<file path="src/design/s32x_config.svh">
`ifndef S32X_CONFIG_SVH
`define S32X_CONFIG_SVH

`define S32X_DATA_W      16
`define S32X_OFS_W       5       // SHA[5:1]
`define S32X_PW_W        12
`define S32X_PWM_DEPTH   3
`define S32X_PWM_CENTER  12'h800 // Zero output level

// Word offsets of the byte addresses in the comments
`define S32X_OFS_IMR     5'h00   // 00
`define S32X_OFS_HCNTR   5'h02   // 04
`define S32X_OFS_VCLR    5'h0B   // 16
`define S32X_OFS_HCLR    5'h0C   // 18
`define S32X_OFS_PWMCLR  5'h0E   // 1C
`define S32X_OFS_PWMCR   5'h18   // 30
`define S32X_OFS_CYCR    5'h19   // 32
`define S32X_OFS_LPW     5'h1A   // 34
`define S32X_OFS_RPW     5'h1B   // 36
`define S32X_OFS_MPW     5'h1C   // 38

`define S32X_IMR_MASK    8'h8D
`define S32X_PWMCR_MASK  16'h0F8F
`define S32X_CYCR_MASK   16'h0FFF
`define S32X_PWR_MASK    16'h0FFF

`endif
</file>
<file path="src/design/s32xPkg.sv">
`default_nettype none

`include "s32x_config.svh"

package s32xPkg;

	// Interrupt mask, bit 1 was CMD and reads zero
	typedef struct packed {
		logic       hen;
		logic [2:0] rsvHi;
		logic       v;
		logic       h;
		logic       rsvLo;
		logic       pwm;
	} imrT;

	typedef struct packed {
		logic [3:0] rsvHi;
		logic [3:0] tm;    // Timer interval, 0 means 16
		logic       rtp;
		logic [2:0] rsvLo;
		logic [1:0] rmd;
		logic [1:0] lmd;
	} pwmcrT;

	typedef struct packed {
		logic                  full;
		logic                  empty;
		logic [1:0]            rsv;
		logic [`S32X_PW_W-1:0] pw;
	} pwrT;

	// Active-low level code driven to the CPU
	typedef enum logic [2:0] {
		IRQ_V    = 3'b001, // Level 12
		IRQ_H    = 3'b010, // Level 10
		IRQ_PWM  = 3'b100, // Level 6
		IRQ_NONE = 3'b111
	} irqLevelT;

endpackage

`default_nettype wire

</file>
<file path="src/design/shRegIf.sv">
`timescale 1ns/1ps
`default_nettype none

`include "s32x_config.svh"

interface shRegIf;
	logic                   wr;
	logic                   rd;
	logic [`S32X_OFS_W-1:0] ofs;
	logic                   beL;
	logic                   beU;
	logic [`S32X_DATA_W-1:0] wdata;
	logic                   slv;     // Slave CPU access
	logic [`S32X_DATA_W-1:0] irqRdata;
	logic [`S32X_DATA_W-1:0] pwmRdata;

	modport master (output wr, rd, ofs, beL, beU, wdata, slv, input irqRdata, pwmRdata);

	modport irq (input wr, rd, ofs, beL, beU, wdata, slv, output irqRdata);

	modport pwm (input wr, rd, ofs, beL, beU, wdata, slv, output pwmRdata);

endinterface

`default_nettype wire

</file>
<file path="src/design/s32xShSys.sv">
`timescale 1ns/1ps
`default_nettype none

`include "s32x_config.svh"

module s32xShSys (
	input  wire                      CLK,
	input  wire                      RST_N,
	input  wire                      CE_R,
	input  wire                      CE_F,

	input  wire               [17:1] SHA,
	input  wire  [`S32X_DATA_W-1:0]  SHDI,
	output logic [`S32X_DATA_W-1:0]  SHDO,
	input  wire                      SHCS0M_N,
	input  wire                      SHCS0S_N,
	input  wire                      SHBS_N,
	input  wire                      SHRD_WR_N,
	input  wire                      SHRD_N,
	input  wire                      SHDQMLL_N,
	input  wire                      SHDQMLU_N,
	output logic                     SHDREQ1_N,
	output s32xPkg::irqLevelT        SHMIRL_N,
	output s32xPkg::irqLevelT        SHSIRL_N,

	input  wire                      VDP_VINT,
	input  wire                      VDP_HINT,

	output logic [`S32X_DATA_W-1:0]  PWM_L,
	output logic [`S32X_DATA_W-1:0]  PWM_R
);

	wire pwmTick;

	shRegIf regBus ();

	shBusDecoder busDec (
		.CLK(CLK), .RST_N(RST_N), .CE_R(CE_R), .CE_F(CE_F),
		.SHA(SHA), .SHDI(SHDI), .SHDO(SHDO),
		.SHCS0M_N(SHCS0M_N), .SHCS0S_N(SHCS0S_N), .SHBS_N(SHBS_N),
		.SHRD_WR_N(SHRD_WR_N), .SHRD_N(SHRD_N),
		.SHDQMLL_N(SHDQMLL_N), .SHDQMLU_N(SHDQMLU_N),
		.regBus(regBus.master)
	);

	irqCtrl irq (
		.CLK(CLK), .RST_N(RST_N), .VDP_VINT(VDP_VINT), .VDP_HINT(VDP_HINT),
		.pwmTick(pwmTick), .regBus(regBus.irq),
		.SHMIRL_N(SHMIRL_N), .SHSIRL_N(SHSIRL_N)
	);

	pwmUnit pwm (
		.CLK(CLK), .RST_N(RST_N), .CE_R(CE_R), .regBus(regBus.pwm),
		.PWM_L(PWM_L), .PWM_R(PWM_R), .SHDREQ1_N(SHDREQ1_N), .pwmTick(pwmTick)
	);

endmodule

`default_nettype wire

</file>
<file path="src/design/pwmUnit.sv">
`timescale 1ns/1ps
`default_nettype none

`include "s32x_config.svh"

module pwmUnit (
	input  wire                      CLK,
	input  wire                      RST_N,
	input  wire                      CE_R,

	shRegIf.pwm                      regBus,

	output logic [`S32X_DATA_W-1:0]  PWM_L,
	output logic [`S32X_DATA_W-1:0]  PWM_R,
	output logic                     SHDREQ1_N,
	output logic                     pwmTick
);

	localparam logic [15:0] PWMCR_MASK = `S32X_PWMCR_MASK;
	localparam logic [15:0] CYCR_MASK  = `S32X_CYCR_MASK;
	localparam logic [15:0] PWR_MASK   = `S32X_PWR_MASK;

	s32xPkg::pwmcrT        pwmcr;
	logic [11:0]           cycr;
	logic [`S32X_PW_W-1:0] lPw;     // Last written widths for readback
	logic [`S32X_PW_W-1:0] rPw;
	logic [11:0]           cycCnt;
	logic [3:0]            timCnt;
	logic [`S32X_PW_W-1:0] lSample;
	logic [`S32X_PW_W-1:0] rSample;
	logic [`S32X_PW_W-1:0] lHead;
	logic [`S32X_PW_W-1:0] rHead;
	logic                  lFull;
	logic                  lEmpty;
	logic                  rFull;
	logic                  rEmpty;
	logic                  reqPend;
	logic                  dreq;
	s32xPkg::pwrT          lView;
	s32xPkg::pwrT          rView;

	wire [`S32X_PW_W-1:0] pwIn = regBus.wdata[`S32X_PW_W-1:0] & PWR_MASK[`S32X_PW_W-1:0];
	wire lPush = regBus.wr && (regBus.ofs == `S32X_OFS_LPW || regBus.ofs == `S32X_OFS_MPW);
	wire rPush = regBus.wr && (regBus.ofs == `S32X_OFS_RPW || regBus.ofs == `S32X_OFS_MPW);

	wire        chanOn    = (pwmcr.lmd != 2'b00) || (pwmcr.rmd != 2'b00);
	wire [11:0] cycNext   = cycCnt + 12'd1;
	wire [3:0]  timNext   = timCnt + 4'd1;
	wire        periodEnd = CE_R && chanOn && (cycNext == cycr);
	wire        timerHit  = periodEnd && (timNext == pwmcr.tm);

	always_ff @(posedge CLK or negedge RST_N) begin
		if (!RST_N) begin
			pwmcr <= '0;
			cycr <= '0;
			lPw <= '0;
			rPw <= '0;
		end else if (regBus.wr) begin
			case (regBus.ofs)
				`S32X_OFS_PWMCR: begin
					if (regBus.beL) pwmcr[7:0] <= regBus.wdata[7:0] & PWMCR_MASK[7:0];
					if (regBus.beU) pwmcr[15:8] <= regBus.wdata[15:8] & PWMCR_MASK[15:8];
				end
				`S32X_OFS_CYCR: begin
					if (regBus.beL) cycr[7:0] <= regBus.wdata[7:0] & CYCR_MASK[7:0];
					if (regBus.beU) cycr[11:8] <= regBus.wdata[11:8] & CYCR_MASK[11:8];
				end
				`S32X_OFS_LPW: lPw <= pwIn;
				`S32X_OFS_RPW: rPw <= pwIn;
				`S32X_OFS_MPW: begin
					lPw <= pwIn;
					rPw <= pwIn;
				end
				default: ;
			endcase
		end
	end

	always_ff @(posedge CLK or negedge RST_N) begin
		if (!RST_N) begin
			cycCnt <= '0;
			timCnt <= '0;
			lSample <= `S32X_PWM_CENTER;
			rSample <= `S32X_PWM_CENTER;
			reqPend <= 1'b0;
			dreq <= 1'b0;
		end else begin
			if (!chanOn) begin
				cycCnt <= '0;
				timCnt <= '0;
			end else if (CE_R) begin
				if (cycNext == cycr) begin
					cycCnt <= '0;
					timCnt <= timerHit ? 4'd0 : timNext;
				end else begin
					cycCnt <= cycNext;
				end
			end
			if (periodEnd && !lEmpty) lSample <= lHead; // Empty FIFO holds last sample
			if (periodEnd && !rEmpty) rSample <= rHead;

			// DREQ1 lasts one CE_R period
			if (CE_R) begin
				if (reqPend) begin
					dreq <= pwmcr.rtp;
					reqPend <= 1'b0;
				end else begin
					dreq <= 1'b0;
				end
			end
			if (timerHit) reqPend <= 1'b1;
		end
	end

	pwmFifo #(.DEPTH(`S32X_PWM_DEPTH)) lFifo (
		.CLK(CLK), .RST_N(RST_N), .push(lPush), .pop(periodEnd), .din(pwIn),
		.head(lHead), .full(lFull), .empty(lEmpty)
	);

	pwmFifo #(.DEPTH(`S32X_PWM_DEPTH)) rFifo (
		.CLK(CLK), .RST_N(RST_N), .push(rPush), .pop(periodEnd), .din(pwIn),
		.head(rHead), .full(rFull), .empty(rEmpty)
	);

	assign lView = '{full: lFull, empty: lEmpty, rsv: 2'b00, pw: lPw};
	assign rView = '{full: rFull, empty: rEmpty, rsv: 2'b00, pw: rPw};

	always_comb begin
		case (regBus.ofs)
			`S32X_OFS_PWMCR: regBus.pwmRdata = pwmcr;
			`S32X_OFS_CYCR:  regBus.pwmRdata = {4'h0, cycr};
			`S32X_OFS_LPW,
			`S32X_OFS_MPW:   regBus.pwmRdata = lView; // Mono reads the left side
			`S32X_OFS_RPW:   regBus.pwmRdata = rView;
			default:         regBus.pwmRdata = '0;
		endcase
	end

	assign pwmTick   = timerHit;
	assign SHDREQ1_N = ~dreq;
	assign PWM_L = {lSample - `S32X_PWM_CENTER, 4'h0};
	assign PWM_R = {rSample - `S32X_PWM_CENTER, 4'h0};

endmodule

`default_nettype wire

</file>
<file path="src/design/pwmFifo.sv">
`timescale 1ns/1ps
`default_nettype none

`include "s32x_config.svh"

module pwmFifo #(
	parameter int DEPTH = 3
) (
	input  wire                    CLK,
	input  wire                    RST_N,
	input  wire                    push,
	input  wire                    pop,
	input  wire  [`S32X_PW_W-1:0]  din,
	output logic [`S32X_PW_W-1:0]  head,
	output logic                   full,
	output logic                   empty
);

	localparam int PTR_W = (DEPTH > 1) ? $clog2(DEPTH) : 1;
	localparam int CNT_W = $clog2(DEPTH + 1);

	logic [`S32X_PW_W-1:0] mem [DEPTH];
	logic [PTR_W-1:0]      wrPtr;
	logic [PTR_W-1:0]      rdPtr;
	logic [CNT_W-1:0]      count;

	wire doPush = push && !full;  // Dropped when full
	wire doPop  = pop && !empty;

	always_ff @(posedge CLK or negedge RST_N) begin
		if (!RST_N) begin
			wrPtr <= '0;
			rdPtr <= '0;
			count <= '0;
		end else begin
			if (doPush) wrPtr <= (wrPtr == PTR_W'(DEPTH - 1)) ? '0 : wrPtr + 1'b1;
			if (doPop)  rdPtr <= (rdPtr == PTR_W'(DEPTH - 1)) ? '0 : rdPtr + 1'b1;
			if (doPush && !doPop) count <= count + 1'b1;
			else if (doPop && !doPush) count <= count - 1'b1;
		end
	end

	always_ff @(posedge CLK) begin
		if (doPush) mem[wrPtr] <= din;
	end

	assign head  = mem[rdPtr];
	assign full  = (count == CNT_W'(DEPTH));
	assign empty = (count == '0);

endmodule

`default_nettype wire

</file>
<file path="src/design/irqCtrl.sv">
`timescale 1ns/1ps
`default_nettype none

`include "s32x_config.svh"

module irqCtrl (
	input  wire                CLK,
	input  wire                RST_N,
	input  wire                VDP_VINT,
	input  wire                VDP_HINT,
	input  wire                pwmTick,

	shRegIf.irq                regBus,

	output s32xPkg::irqLevelT  SHMIRL_N,
	output s32xPkg::irqLevelT  SHSIRL_N
);

	localparam logic [7:0] IMR_MASK = `S32X_IMR_MASK;

	logic [3:0]   maskNib [2]; // Index 0 master, 1 slave
	logic         hen;         // Shared by both CPUs
	s32xPkg::imrT imrView [2];
	logic [7:0]   hcntr;
	logic [7:0]   lineCnt;
	logic         vintR;
	logic         vintOld;
	logic         hintR;
	logic         hintOld;
	logic [1:0]   vPend;
	logic [1:0]   hPend;
	logic [1:0]   pwmPend;

	wire vRise = vintR & ~vintOld;
	wire hRise = hintR & ~hintOld;
	wire lowWr = regBus.wr && regBus.beL;

	always_comb begin
		for (int i = 0; i < 2; i++) begin
			imrView[i] = s32xPkg::imrT'({hen, 3'b000, maskNib[i]});
		end
	end

	always_ff @(posedge CLK or negedge RST_N) begin
		if (!RST_N) begin
			maskNib[0] <= '0;
			maskNib[1] <= '0;
			hen <= 1'b0;
			hcntr <= '0;
			lineCnt <= '0;
			vintR <= 1'b0;
			vintOld <= 1'b0;
			hintR <= 1'b0;
			hintOld <= 1'b0;
			vPend <= '0;
			hPend <= '0;
			pwmPend <= '0;
		end else begin
			vintR <= VDP_VINT;
			vintOld <= vintR;
			hintR <= VDP_HINT;
			hintOld <= hintR;

			if (lowWr && regBus.ofs == `S32X_OFS_IMR) begin
				maskNib[regBus.slv] <= regBus.wdata[3:0] & IMR_MASK[3:0];
				hen <= regBus.wdata[7] & IMR_MASK[7];
			end
			if (lowWr && regBus.ofs == `S32X_OFS_HCNTR) hcntr <= regBus.wdata[7:0];

			// Clears only touch the accessing CPU
			if (regBus.wr) begin
				case (regBus.ofs)
					`S32X_OFS_VCLR:   vPend[regBus.slv] <= 1'b0;
					`S32X_OFS_HCLR:   hPend[regBus.slv] <= 1'b0;
					`S32X_OFS_PWMCLR: pwmPend[regBus.slv] <= 1'b0;
					default: ;
				endcase
			end

			if (hRise) begin
				if (lineCnt == hcntr) begin
					lineCnt <= '0;
					for (int i = 0; i < 2; i++) begin
						if (imrView[i].h && (hen || !vintR)) hPend[i] <= 1'b1; // HEN allows H in vblank
					end
				end else begin
					lineCnt <= lineCnt + 8'd1;
				end
			end

			for (int i = 0; i < 2; i++) begin
				if (vRise && imrView[i].v) vPend[i] <= 1'b1;
				if (pwmTick && imrView[i].pwm) pwmPend[i] <= 1'b1;
			end
		end
	end

	always_comb begin
		case (regBus.ofs)
			`S32X_OFS_IMR:   regBus.irqRdata = {8'h00, imrView[regBus.slv]};
			`S32X_OFS_HCNTR: regBus.irqRdata = {8'h00, hcntr};
			default:         regBus.irqRdata = '0;
		endcase
	end

	function automatic s32xPkg::irqLevelT encLevel(input logic v, input logic h, input logic p);
		if (v)      return s32xPkg::IRQ_V;
		else if (h) return s32xPkg::IRQ_H;
		else if (p) return s32xPkg::IRQ_PWM;
		else        return s32xPkg::IRQ_NONE;
	endfunction

	assign SHMIRL_N = encLevel(vPend[0], hPend[0], pwmPend[0]);
	assign SHSIRL_N = encLevel(vPend[1], hPend[1], pwmPend[1]);

endmodule

`default_nettype wire

</file>
<file path="src/design/shBusDecoder.sv">
`timescale 1ns/1ps
`default_nettype none

`include "s32x_config.svh"

module shBusDecoder (
	input  wire                     CLK,
	input  wire                     RST_N,
	input  wire                     CE_R,
	input  wire                     CE_F,

	input  wire              [17:1] SHA,
	input  wire [`S32X_DATA_W-1:0]  SHDI,
	output logic [`S32X_DATA_W-1:0] SHDO,
	input  wire                     SHCS0M_N,
	input  wire                     SHCS0S_N,
	input  wire                     SHBS_N,
	input  wire                     SHRD_WR_N,
	input  wire                     SHRD_N,
	input  wire                     SHDQMLL_N,
	input  wire                     SHDQMLU_N,

	shRegIf.master                  regBus
);

	logic access;

	// 4000-40FF in either CS0 space
	wire sysRegSel = (~SHCS0M_N | ~SHCS0S_N) & (SHA[17:8] == 10'h040);

	wire wrCyc = !SHRD_WR_N && (!SHDQMLL_N || !SHDQMLU_N) && CE_F;
	wire rdCyc = SHRD_WR_N && !SHRD_N && CE_R;

	always_ff @(posedge CLK or negedge RST_N) begin
		if (!RST_N) begin
			access <= 1'b0;
			regBus.wr <= 1'b0;
			regBus.rd <= 1'b0;
		end else begin
			regBus.wr <= 1'b0;
			regBus.rd <= 1'b0;
			if (!SHBS_N && CE_F) access <= sysRegSel;
			if (access) begin
				if (wrCyc) begin
					regBus.wr <= 1'b1;
					access <= 1'b0;
				end else if (rdCyc) begin
					regBus.rd <= 1'b1;
					access <= 1'b0;
				end
			end
		end
	end

	// Access payload for the strobe cycle
	always_ff @(posedge CLK) begin
		if (access && (wrCyc || rdCyc)) begin
			regBus.ofs <= SHA[5:1];
			regBus.beL <= !SHDQMLL_N;
			regBus.beU <= !SHDQMLU_N;
			regBus.wdata <= SHDI;
			regBus.slv <= !SHCS0S_N;
		end
		if (regBus.rd) SHDO <= regBus.irqRdata | regBus.pwmRdata; // Units return 0 when not hit
	end

endmodule

`default_nettype wire

</file>
<file path="config.mk">
export PLATFORM = sky130hd
export DESIGN_NAME = s32xShSys
export DESIGN_NICKNAME = d
export VERILOG_FILES = /design/src/design/s32xPkg.sv /design/src/design/shRegIf.sv /design/src/design/s32xShSys.sv /design/src/design/pwmUnit.sv /design/src/design/pwmFifo.sv /design/src/design/irqCtrl.sv /design/src/design/shBusDecoder.sv
export VERILOG_INCLUDE_DIRS = /design/src /design/src/design
export SDC_FILE = /design/constraint.sdc
export NUM_CORES = 1
export LEC_CHECK = 0
export BUFFER_PORTS_ARGS = -buffer_cell sky130_fd_sc_hd__buf_2
export CAP_MARGIN = 20
export CORE_MARGIN = 8
export CORE_UTILIZATION = 45
export DETAILED_ROUTE_END_ITERATION = 6
export SYNTH_ARGS = -nofsm -noshare
export SYNTH_HDL_FRONTEND = slang
export SYNTH_SLANG_ARGS = --single-unit
</file>
<file path="constraint.sdc">
create_clock -name CLK -period 3.9 [get_ports CLK]
set_input_delay 1.17 -clock CLK [delete_from_list [all_inputs] [get_ports CLK]]
set_output_delay 1.17 -clock CLK [all_outputs]
set_load 0.02 [all_outputs]
</file>
==> results of run 1 <==
-- worst max-delay path, stage by stage, from the launching register on --
cell,delay (ps)
dfrtp_1,500
ha_1,380
and3_4,260
nand2_2,80
or4b_4,510
a2111oi_4,580
nand3_1,350
o311a_1,400
nand2b_1,130
-- cells in the final DEF (no fill, tap or decap), types with 12 or more instances in the layout --
master / instances
a21oi_1: 15
xor2_1: 14
xnor2_1: 23
nor2_1: 43
buf_4: 24
nor3_1: 25
buf_2: 83
nand3_1: 29
dfrtp_1: 133
mux2i_1: 34
mux2_4: 12
clkbuf_16: 27
o21ai_0: 58
edfxtp_1: 106
nand2_1: 64
mux2_2: 77
inv_1: 19
-- cells in the mapped netlist (all sizes together) (2+ instances only) --
library cell / number / area [um2]
nand2b: 6 / 37.5
o31ai: 6 / 45.0
or3: 7 / 43.8
dfrtp: 133 / 3330
a22o: 2 / 17.5
nor2: 43 / 161
nor3: 25 / 125
nand3: 30 / 155
a22oi: 2 / 15.0
clkbuf: 25 / 93.8
a2111oi: 6 / 71.3
xor2: 14 / 123
mux2: 89 / 1050
a211oi: 3 / 22.5
o22ai: 2 / 18.8
ha: 5 / 62.6
nor4: 6 / 43.8
nand2: 65 / 246
xnor2: 23 / 201
and3: 8 / 55.1
buf: 47 / 334
a222oi: 10 / 100
or4: 3 / 22.5
or2: 3 / 18.8
nor3b: 5 / 37.5
nand4: 9 / 86.3
nand3b: 2 / 15.0
dfstp: 2 / 52.6
a21oi: 15 / 75.1
o21bai: 3 / 22.5
a21o: 6 / 45.0
nand4b: 2 / 17.5
a21boi: 2 / 15.0
edfxtp: 106 / 3180
a31oi: 2 / 12.5
o21ai: 59 / 295
and2: 2 / 12.5
inv: 19 / 71.3
mux2i: 34 / 340
-- worst min-delay path by stage --
stage | start | endpoint | slack (ps) | cells after the start
after floorplan | irq.hintR$_DFF_PN0_ | irq.hintOld$_DFF_PN0_ | 350 | 0
after global placement | irq.hintR$_DFF_PN0_ | irq.hintOld$_DFF_PN0_ | 360 | 0
after detailed placement | irq.hintR$_DFF_PN0_ | irq.hintOld$_DFF_PN0_ | 380 | 0
after CTS | irq.hintR$_DFF_PN0_ | irq.hintOld$_DFF_PN0_ | 400 | 0
after global routing | irq.hintR$_DFF_PN0_ | irq.hintOld$_DFF_PN0_ | 420 | 0
final | irq.hintR$_DFF_PN0_ | irq.hintOld$_DFF_PN0_ | 390 | 0
-- metal layers --
layer | track usage | vias up | part of all wire
li1 | - | 3224 | -
met1 | 0.223 | 3327 | 0.46
met2 | 0.264 | 158 | 0.47
met3 | 0.0266 | 35 | 0.045
met4 | 0.0405 | 0 | 0.020
met5 | 0 | - | 0
-- cell families after synthesis --
kind of cell | share of synthesized area
DFF | 0.605
and+or+nand+nor | 0.105
AOI/OAI and AO/OA | 0.0804
muxes | 0.128
buffers and inverters | 0.0460
xor gates and xnor gates | 0.0299
adders and majority gates | 0.00577
other | 0.000346
-- flip-flops by register name, indices dropped and copies added, names as in the netlist, 8 cells and up --
name and cells:
busDec.SHDO 14, pwm.cycr 12, pwm.rFifo.mem 36, irq.lineCnt 8
irq.hcntr 8, pwm.cycCnt 12, pwm.lSample 12, busDec.regBus.wdata 12
pwm.lPw 12, pwm.rPw 12, pwm.rSample 12, pwm.pwmcr 9
pwm.lFifo.mem 36
-- area by class of cell --
class | count | area [um2]
fill | 2115 | 11600
sequential | 241 | 6560
multi-input combinational | 528 | 3830
clock buffer | 37 | 733
timing repair buffer | 108 | 607
tap | 324 | 405
clock inverter | 11 | 118
inverter | 19 | 71.3
-- power by group --
part           internal, mW  leakage (nW)  total (mW)  switching, mW
Clock                  1.44         0.417        2.42          0.974
Combinational        0.0202          1.94      0.0724         0.0522
Sequential             2.64          2.79        2.64        0.00140
Total                  4.11          5.14        5.13           1.03
-- through the flow --
step	power, mW	setup slack, ps	cell area, um2	hold slack, ps
global route	5.31	382	12300	415
floorplan	2.72	817	10900	355
detailed placement	2.77	568	11500	381
finish	5.13	588	12300	393
global placement	2.77	598	11500	359
CTS	5.20	575	12300	396
==> key figures, run 1 <==
Drt
  • Drt drc: 0
  • Pre-Repair DR Iteration Count: 7
  • Detailed Route Iter0 Violations: around 420
  • DR vias: roughly 6700
  • Vias per inst: 5.32
  • Wire per inst: approximately 19 um
  • Antenna viol nets, final: 0
  • Total wire length: approximately 24 mm

Flow run
  • Max_cap viols: 0

Yosys
  • EDFF count, synth: between 100 and 150
  • FFs w/ async S/R, synth: 0.560
  • Avg Inst Size Synth: between 10 and 15 um2
  • Mapped Cells: 851
  • Sequential-to-total area share from yosys stat: 0.605
  • Ys Warns: 0
  • Ys flop type: dfrtp_1
  • Synth Cell Area: between 10000 and 15000 um2
  • Synthesized flop and latch total: about 240
  • Netlist cell types: between 70 and 80

Min path
  • Worst min path class: reg2reg

Setup path
  • Reg-to-reg startpoint: pwm.cycCnt[0]$_DFFE_PN0P_
  • R2R Setup Slk: around 590 ps
  • Critical path fanouts, max: 10
  • CP Launch Type: register
  • Worst Path Arrival: between 3000 and 4000 ps
  • Req. time, crit path: between 4000 and 5000 ps
  • Reg-to-Reg End: pwm.timCnt[2]$_DFFE_PN0P_
  • Worst setup path start: pwm.cycCnt[0]$_DFFE_PN0P_
  • Crit Path Class: reg2reg
  • Setup crit end: pwm.timCnt[2]$_DFFE_PN0P_
  • Setup crit end kind: register
  • Worst r2r path cells: 8

GRT
  • First-pass GRT wire length: roughly 37 mm
  • Gr ovfl total: 0
  • Vias in the first global route: 6696
  • Largest net degree at the start of global routing: 67
  • Initial antenna violation count: 0
  • GRT Overall Usage: 0.162

Floorplanning
  • Die ar.: between 20000 and 30000 um2
  • Core area: 24000 um2
  • Die width: between 150 and 200 um
  • Std-Cell Rows: 57
  • Initial Util: 0.453
  • Ports: 101
  • Die H: around 170 um

Layout
  • Nets: a little under 1000
  • Layout area overhead: 13.6%
  • Layout cell share with drive strength beyond 1: 0.267
  • Post-Layout Cell Count: around 1300
  • Core Util, Final: 0.514
  • Diodes inserted: 0

Clock network
  • CTS resizes: 0
  • H-tree depth: 1
  • Setup Fix Bufs, Post-CTS: 0
  • Clock Path Buffers: 3
  • TritonCTS clock tree: yes
  • Worst-path clk slew: about 60 ps
  • Cts hold-fix bufs: 0
  • CTS Buf Count: 26
  • Worst skew pair latency: 530 ps
  • CTS root buffer: clkbuf_16
  • Clk sinks: about 240

Timing
  • Relative slew slack: 0.462
  • Final worst path period share: 0.849
  • Slew Limit Fails: 0
  • FMAX: between 300 and 400 MHz
  • Final hold viol count: 0
  • Least-Margin Pin Slew: just over 800 ps
  • Final setup violation count: 0
  • Layout Skew: ~13 ps
  • Min Clock Period, post-route: between 3000 and 4000 ps
  • Unrepaired setup endpoints after global routing: no
  • Total negative slack: 0 ps

Placed design
  • DPL Wire Length: approximately 16 mm
  • Input/output buffers: 84
  • GPL Wtd Cong: between 0.8 and 0.9
  • Placed insts: 1220

Run status
  • Status: finished clean

Pwr
  • Leak: 5.14 nW
  • Worst VDD drop: ~0.27 mV
  • Cell Pwr Density: about 420 nW/um2
Power figures use the tool's default switching activity.
==> run 2: changes to the inputs <==
==> constraint.sdc (replaced) <==
create_clock -name CLK -period 3.2 [get_ports CLK]
set_input_delay 0.96 -clock CLK [delete_from_list [all_inputs] [get_ports CLK]]
set_output_delay 0.96 -clock CLK [all_outputs]
set_load 0.02 [all_outputs]
==> key figures, run 2 (same netlist as run 1, synthesis figures left out) <==
Run status
  • Status: finished clean

Pwr
  • Clock Power Share: 0.464 (-0.007)
  • Switching power: 1.25 mW (+21%)
  • Seq pwr share: 0.521 (+0.006)
  • Pint: 4.94 mW (+20%)
  • Cell Pwr Density: 498 nW/um2 (+20%)
  • Leak: 5.18 nW (+0.80%)
  • Worst VDD drop: 0.391 mV (+44%)
  • Power Total: 6.18 mW (+20%)
  • Sw Ratio: 0.202 (+0.00168)
  • Comb power frac: 0.015 (about the same)

Timing
  • Total negative slack: 0 ps (unchanged)
  • FMAX: 342 MHz (+13%)
  • Hold WS: 387 ps (-6.46 ps)
  • Final hold viol count: 0 (unchanged)
  • Min Clock Period, post-route: 2920 ps (-387 ps)
  • Layout Skew: 10.0 ps (-2.65 ps)
  • Final worst path period share: 0.914 (+0.0648)
  • Relative slew slack: 0.479 (+0.0167)
  • Least-Margin Pin Slew: 781 ps (-25.1 ps)
  • Final setup violation count: 0 (unchanged)
  • Unrepaired setup endpoints after global routing: no
  • Slew Limit Fails: 0 (unchanged)

Clock network
  • Worst skew pair latency: 530 ps (about the same)
  • CTS root buffer: clkbuf_16
  • Clock Path Buffers: 3 (unchanged)
  • CTS resizes: 0 (unchanged)
  • Setup Fix Bufs, Post-CTS: 0 (unchanged)
  • CTS Buf Count: 26 (unchanged)
  • H-tree depth: 1 (unchanged)
  • Worst-path clk slew: 60 ps (about the same)
  • Cts hold-fix bufs: 0 (unchanged)
  • Clk sinks: 241 (unchanged)
  • TritonCTS clock tree: yes

Floorplanning
  • Initial Util: 0.453 (unchanged)
  • Die width: 171 um (unchanged)
  • Std-Cell Rows: 57 (unchanged)
  • Ports: 101 (unchanged)
  • Die H: 171 um (unchanged)
  • Die ar.: 29300 um2 (unchanged)
  • Core area: 24000 um2 (unchanged)

Placed design
  • Input/output buffers: 84 (unchanged)
  • DPL Wire Length: 16.3 mm (about the same)
  • Placed insts: 1232 (+0.98%)
  • GPL Wtd Cong: 0.814 (-4.3%)

GRT
  • Initial antenna violation count: 0 (unchanged)
  • Largest net degree at the start of global routing: 62 (-7.5%)
  • Gr ovfl total: 0 (unchanged)
  • First-pass GRT wire length: 38.4 mm (+3.1%)
  • GRT Overall Usage: 0.167 (+0.00534)
  • Vias in the first global route: 6906 (+3.1%)

Layout
  • Layout area overhead: 14.4%
  • Layout cell share with drive strength beyond 1: 0.270 (+0.00293)
  • Number of fillers in the final layout: 2122 (+0.33%)
  • Largest registers: pwm.lFifo.mem: 36 flops, pwm.rFifo.mem: 36 flops, busDec.SHDO: 14 flops
  • Most common cell after layout, fill and taps aside: dfrtp_1
  • Core Util, Final: 0.518 (+0.00339)
  • Most frequent cells in the layout: 133 x dfrtp_1, 106 x edfxtp_1, 83 x buf_2
  • Post-Layout Cell Count: 1281 (+1.0%)
  • Nets: 987 (+1.2%)

Setup path
  • Setup crit end kind: register
  • Worst Path Arrival: 3380 ps (-350 ps)
  • Critical-path cell list: ha_1 -> or4_1 -> a2111oi_0 -> a211o_1 -> nand3_1 -> nor3_1 -> nand4_1 -> ha_1 -> xor2_1 -> nor2_1 -> xor2_1
  • Buf/Inv on CP: 0 (unchanged)
  • Critical path fanouts, max: 2 (-8)
  • CP max stage delay: 520 ps (-60 ps)
  • Req. time, crit path: 3650 ps (-670 ps)
  • CP Launch Type: register
  • Crit-path leading delay family: simple AND/OR/NAND/NOR gates
  • Crit Path Class: reg2reg
  • CP max stage cell: or4_1

Drt
  • Detailed Route Iter0 Violations: 497 (+19%)
  • Wire per inst: 18.5 um (-0.16%)
  • Vias per inst: 5.28 (-0.81%)
  • Pre-Repair DR Iteration Count: 7 (unchanged)
  • Drt drc: 0 (unchanged)
  • Total wire length: 23.7 mm (+0.86%)
  • DR vias: 6758 (+0.21%)
  • Antenna viol nets, final: 0 (unchanged)

Flow run
  • Max_cap viols: 0 (unchanged)

Min path
  • Worst min path class: reg2reg
==> run 2: worst paths after layout <==
path	startpoint	endpoint	slack, ps	depth (start not counted)
hold / removal	irq.hintR$_DFF_PN0_	irq.hintOld$_DFF_PN0_	390	0
setup / recovery	pwm.cycCnt[0]$_DFFE_PN0P_	pwm.rFifo.count[1]$_DFFE_PN0P_	280	11
min in group asynchronous	RST_N	pwm.lSample[2]$_DFFE_PN0P_	410	1
setup reg to reg	pwm.cycCnt[0]$_DFFE_PN0P_	pwm.rFifo.count[1]$_DFFE_PN0P_	280	11
hold reg to reg	irq.hintR$_DFF_PN0_	irq.hintOld$_DFF_PN0_	390	0
max in group asynchronous	RST_N	irq.lineCnt[1]$_DFFE_PN0P_	2050	2
==> run 2: power by group through the flow <==
stage	combinational [mW]	sequential (mW)	clock [mW]
floorplan	0.0304	3.28	0
global placement	0.0953	3.28	0
detailed placement	0.0961	3.28	0
CTS	0.0965	3.22	2.94
global route	0.106	3.22	3.06
finish	0.0930	3.22	2.87
==> run 2: layout make-up <==
class,count,area [um2],share of cell area
Inverter,19,71.3,0.00575
Clock inverter,10,109,0.00877
Tap cell,324,405,0.0327
Multi-Input combinational cell,528,3830,0.309
Antenna cell,1,2.50,0.000202
Timing Repair Buffer,120,722,0.0582
Clock buffer,38,706,0.0569
Sequential cell,241,6560,0.529
==> run 2: per-stage QoR <==
step | area (um2) | setup WS (ps)
floorplan | 10900 | 117
global placement | 11600 | 326
detailed placement | 11600 | 300
CTS | 12400 | 267
global route | 12400 | 15.5
finish | 12400 | 275
==> run 2: metal layers <==
metal	track usage	up-vias	wire length (um)
met3	0.0278	42	1140
met5	0	-	0
met1	0.227	3298	10800
met2	0.277	158	11300
li1	-	3260	-
met4	0.0439	0	547
==> run 3: changes to the inputs <==
--- a/config.mk
+++ b/config.mk
@@ -11,6 +11,7 @@
 export CORE_MARGIN = 8
 export CORE_UTILIZATION = 45
 export DETAILED_ROUTE_END_ITERATION = 6
+export REMOVE_ABC_BUFFERS = 1
 export SYNTH_ARGS = -nofsm -noshare
 export SYNTH_HDL_FRONTEND = slang
 export SYNTH_SLANG_ARGS = --single-unit
==> key figures, run 3 (same netlist as run 1, synthesis figures left out) <==
Run status
  • Status: finished clean

Clock network
  • CTS root buffer: clkbuf_16
  • H-tree depth: 1 (unchanged)
  • CTS resizes: 0 (unchanged)
  • Setup Fix Bufs, Post-CTS: 0 (unchanged)
  • Clock Path Buffers: 3 (unchanged)
  • Worst-path clk slew: 60 ps (about the same)
  • CTS Buf Count: 26 (unchanged)
  • Cts hold-fix bufs: 0 (unchanged)
  • Clk sinks: 241 (unchanged)
  • TritonCTS clock tree: yes
  • Worst skew pair latency: 510 ps (-20 ps)

Timing
  • Final setup violation count: 0 (unchanged)
  • Final worst path period share: 0.905 (-0.00907)
  • Least-Margin Pin Slew: 762 ps (-18.9 ps)
  • Relative slew slack: 0.492 (+0.0126)
  • Hold WS: 385 ps (-2.09 ps)
  • Final hold viol count: 0 (unchanged)
  • Layout Skew: 8.39 ps (-1.62 ps)
  • Min Clock Period, post-route: 2900 ps (-29.0 ps)
  • Unrepaired setup endpoints after global routing: no
  • FMAX: 345 MHz (+1.0%)
  • Slew Limit Fails: 0 (unchanged)

Pwr
  • Clock Power Share: 0.460 (-0.004)
  • Switching power: 1.25 mW (+0.43%)
  • Power Total: 6.14 mW (-0.73%)
  • Pint: 4.88 mW (-1.0%)
  • Cell Pwr Density: 496 nW/um2 (-0.45%)
  • Leak: 5.17 nW (-0.21%)
  • Comb power frac: 0.015 (about the same)
  • Worst VDD drop: 0.324 mV (-17%)
  • Sw Ratio: 0.204 (+0.00236)
  • Seq pwr share: 0.525 (+0.004)

Layout
  • Nets: 984 (-0.30%)
  • Core Util, Final: 0.516 (-0.00146)
  • Layout cell share with drive strength beyond 1: 0.275 (+0.00505)
  • Largest registers: pwm.lFifo.mem: 36 flops, pwm.rFifo.mem: 36 flops, busDec.SHDO: 14 flops
  • Most common cell after layout, fill and taps aside: dfrtp_1
  • Diodes inserted: 0 (-1)
  • Layout area overhead: 14.1%
  • Post-Layout Cell Count: 1277 (-0.31%)
  • Most frequent cells in the layout: 133 x dfrtp_1, 106 x edfxtp_1, 83 x buf_2

Drt
  • Total wire length: 23.8 mm (+0.16%)
  • Wire per inst: 18.6 um (+0.48%)
  • Antenna viol nets, final: 0 (unchanged)
  • Pre-Repair DR Iteration Count: 7 (unchanged)
  • DR vias: 6811 (+0.78%)
  • Vias per inst: 5.33 (+1.1%)
  • Drt drc: 0 (unchanged)
  • Detailed Route Iter0 Violations: 454 (-8.7%)

Setup path
  • CP max stage delay: 520 ps (about the same)
  • Req. time, crit path: 3630 ps (-20 ps)
  • CP max stage cell: or4_1
  • Reg-to-reg startpoint: pwm.cycCnt[0]$_DFFE_PN0P_
  • Buf/Inv on CP: 0 (unchanged)
  • Critical-path cell list: ha_1 -> or4_1 -> a2111oi_0 -> a211o_1 -> nand3_1 -> nor3_1 -> nand4_1 -> ha_1 -> xor2_1 -> nor2_1 -> xor2_1
  • Reg-to-Reg End: pwm.rFifo.count[1]$_DFFE_PN0P_
  • Setup crit end kind: register
  • Crit Path Class: reg2reg
  • Crit-path leading delay family: simple AND/OR/NAND/NOR gates
  • CP Launch Type: register
  • R2R Setup Slk: 300 ps (+30 ps)
  • Critical path fanouts, max: 4 (+2)
  • Worst Path Arrival: 3330 ps (-50 ps)
  • Worst r2r path cells: 11 (unchanged)

Min path
  • Worst hold stages: 0 (unchanged)
  • Hold path endpoint: irq.hintOld$_DFF_PN0_
  • Worst min path class: reg2reg
  • Hold Path Origin: irq.hintR$_DFF_PN0_

GRT
  • GRT Overall Usage: 0.162 (-0.00575)
  • Vias in the first global route: 6698 (-3.0%)
  • Gr ovfl total: 0 (unchanged)
  • First-pass GRT wire length: 37.5 mm (-2.5%)
  • Largest net degree at the start of global routing: 55 (-11%)
  • Initial antenna violation count: 0 (unchanged)

Floorplanning
  • Die ar.: 29300 um2 (unchanged)
  • Ports: 101 (unchanged)
  • Die width: 171 um (unchanged)
  • Initial Util: 0.453 (unchanged)
  • Die H: 171 um (unchanged)
  • Std-Cell Rows: 57 (unchanged)
  • Core area: 24000 um2 (unchanged)

Placed design
  • Placed insts: 1229 (-0.24%)
  • Input/output buffers: 84 (unchanged)
  • DPL Wire Length: 16.3 mm (+0.26%)
  • GPL Wtd Cong: 0.824 (+1.2%)

Flow run
  • Max_cap viols: 0 (unchanged)
run 3: power groups by stage:
stage	logic [mW]	clock network, mW	registers, mW
floorplan	0.0179	0	3.28
global placement	0.0969	0	3.28
detailed placement	0.0976	0	3.28
CTS	0.0981	2.90	3.22
global route	0.108	3.01	3.22
finish	0.0940	2.82	3.22
run 3: worst max path at each step:
stage / startpoint / to / cells after the start
after floorplan: busDec.regBus.ofs[0]$_DFFE_PP_ / pwm.rFifo.mem[1][0]$_DFFE_PP_ / 4
after global placement: pwm.cycCnt[0]$_DFFE_PN0P_ / pwm.rFifo.count[1]$_DFFE_PN0P_ / 11
after detailed placement: pwm.cycCnt[0]$_DFFE_PN0P_ / pwm.rFifo.count[1]$_DFFE_PN0P_ / 11
after CTS: pwm.cycCnt[0]$_DFFE_PN0P_ / pwm.rFifo.count[1]$_DFFE_PN0P_ / 11
after global routing: pwm.cycCnt[0]$_DFFE_PN0P_ / pwm.rFifo.count[1]$_DFFE_PN0P_ / 11
final: pwm.cycCnt[0]$_DFFE_PN0P_ / pwm.rFifo.count[1]$_DFFE_PN0P_ / 11
run 3: layout make-up:
type | instances | area (um2)
Fill cell | 2106 | 11600
Clock inverter | 12 | 72.6
Multi-Input combinational cell | 528 | 3820
Clock buffer | 36 | 749
Inverter | 19 | 71.3
Timing Repair Buffer | 117 | 687
Tap cell | 324 | 405
Sequential cell | 241 | 6560
run 3: per-layer routing:
layer	track usage	wire, um	vias to the layer above
met5	0	0	-
met4	0.0299	367	0
met3	0.0246	1110	30
met2	0.270	11400	173
met1	0.223	10900	3356
li1	-	-	3252
run 3: per-stage QoR:
| stage | setup WS (ps) | cell area (um2) | TNS (ps) |
|---|---|---|---|
| floorplan | -238 | 10500 | -12040 |
| global placement | 301 | 11600 | 0 |
| detailed placement | 284 | 11600 | 0 |
| CTS | 269 | 12400 | 0 |
| global route | 54.3 | 12400 | 0 |
| finish | 304 | 12400 | 0 |
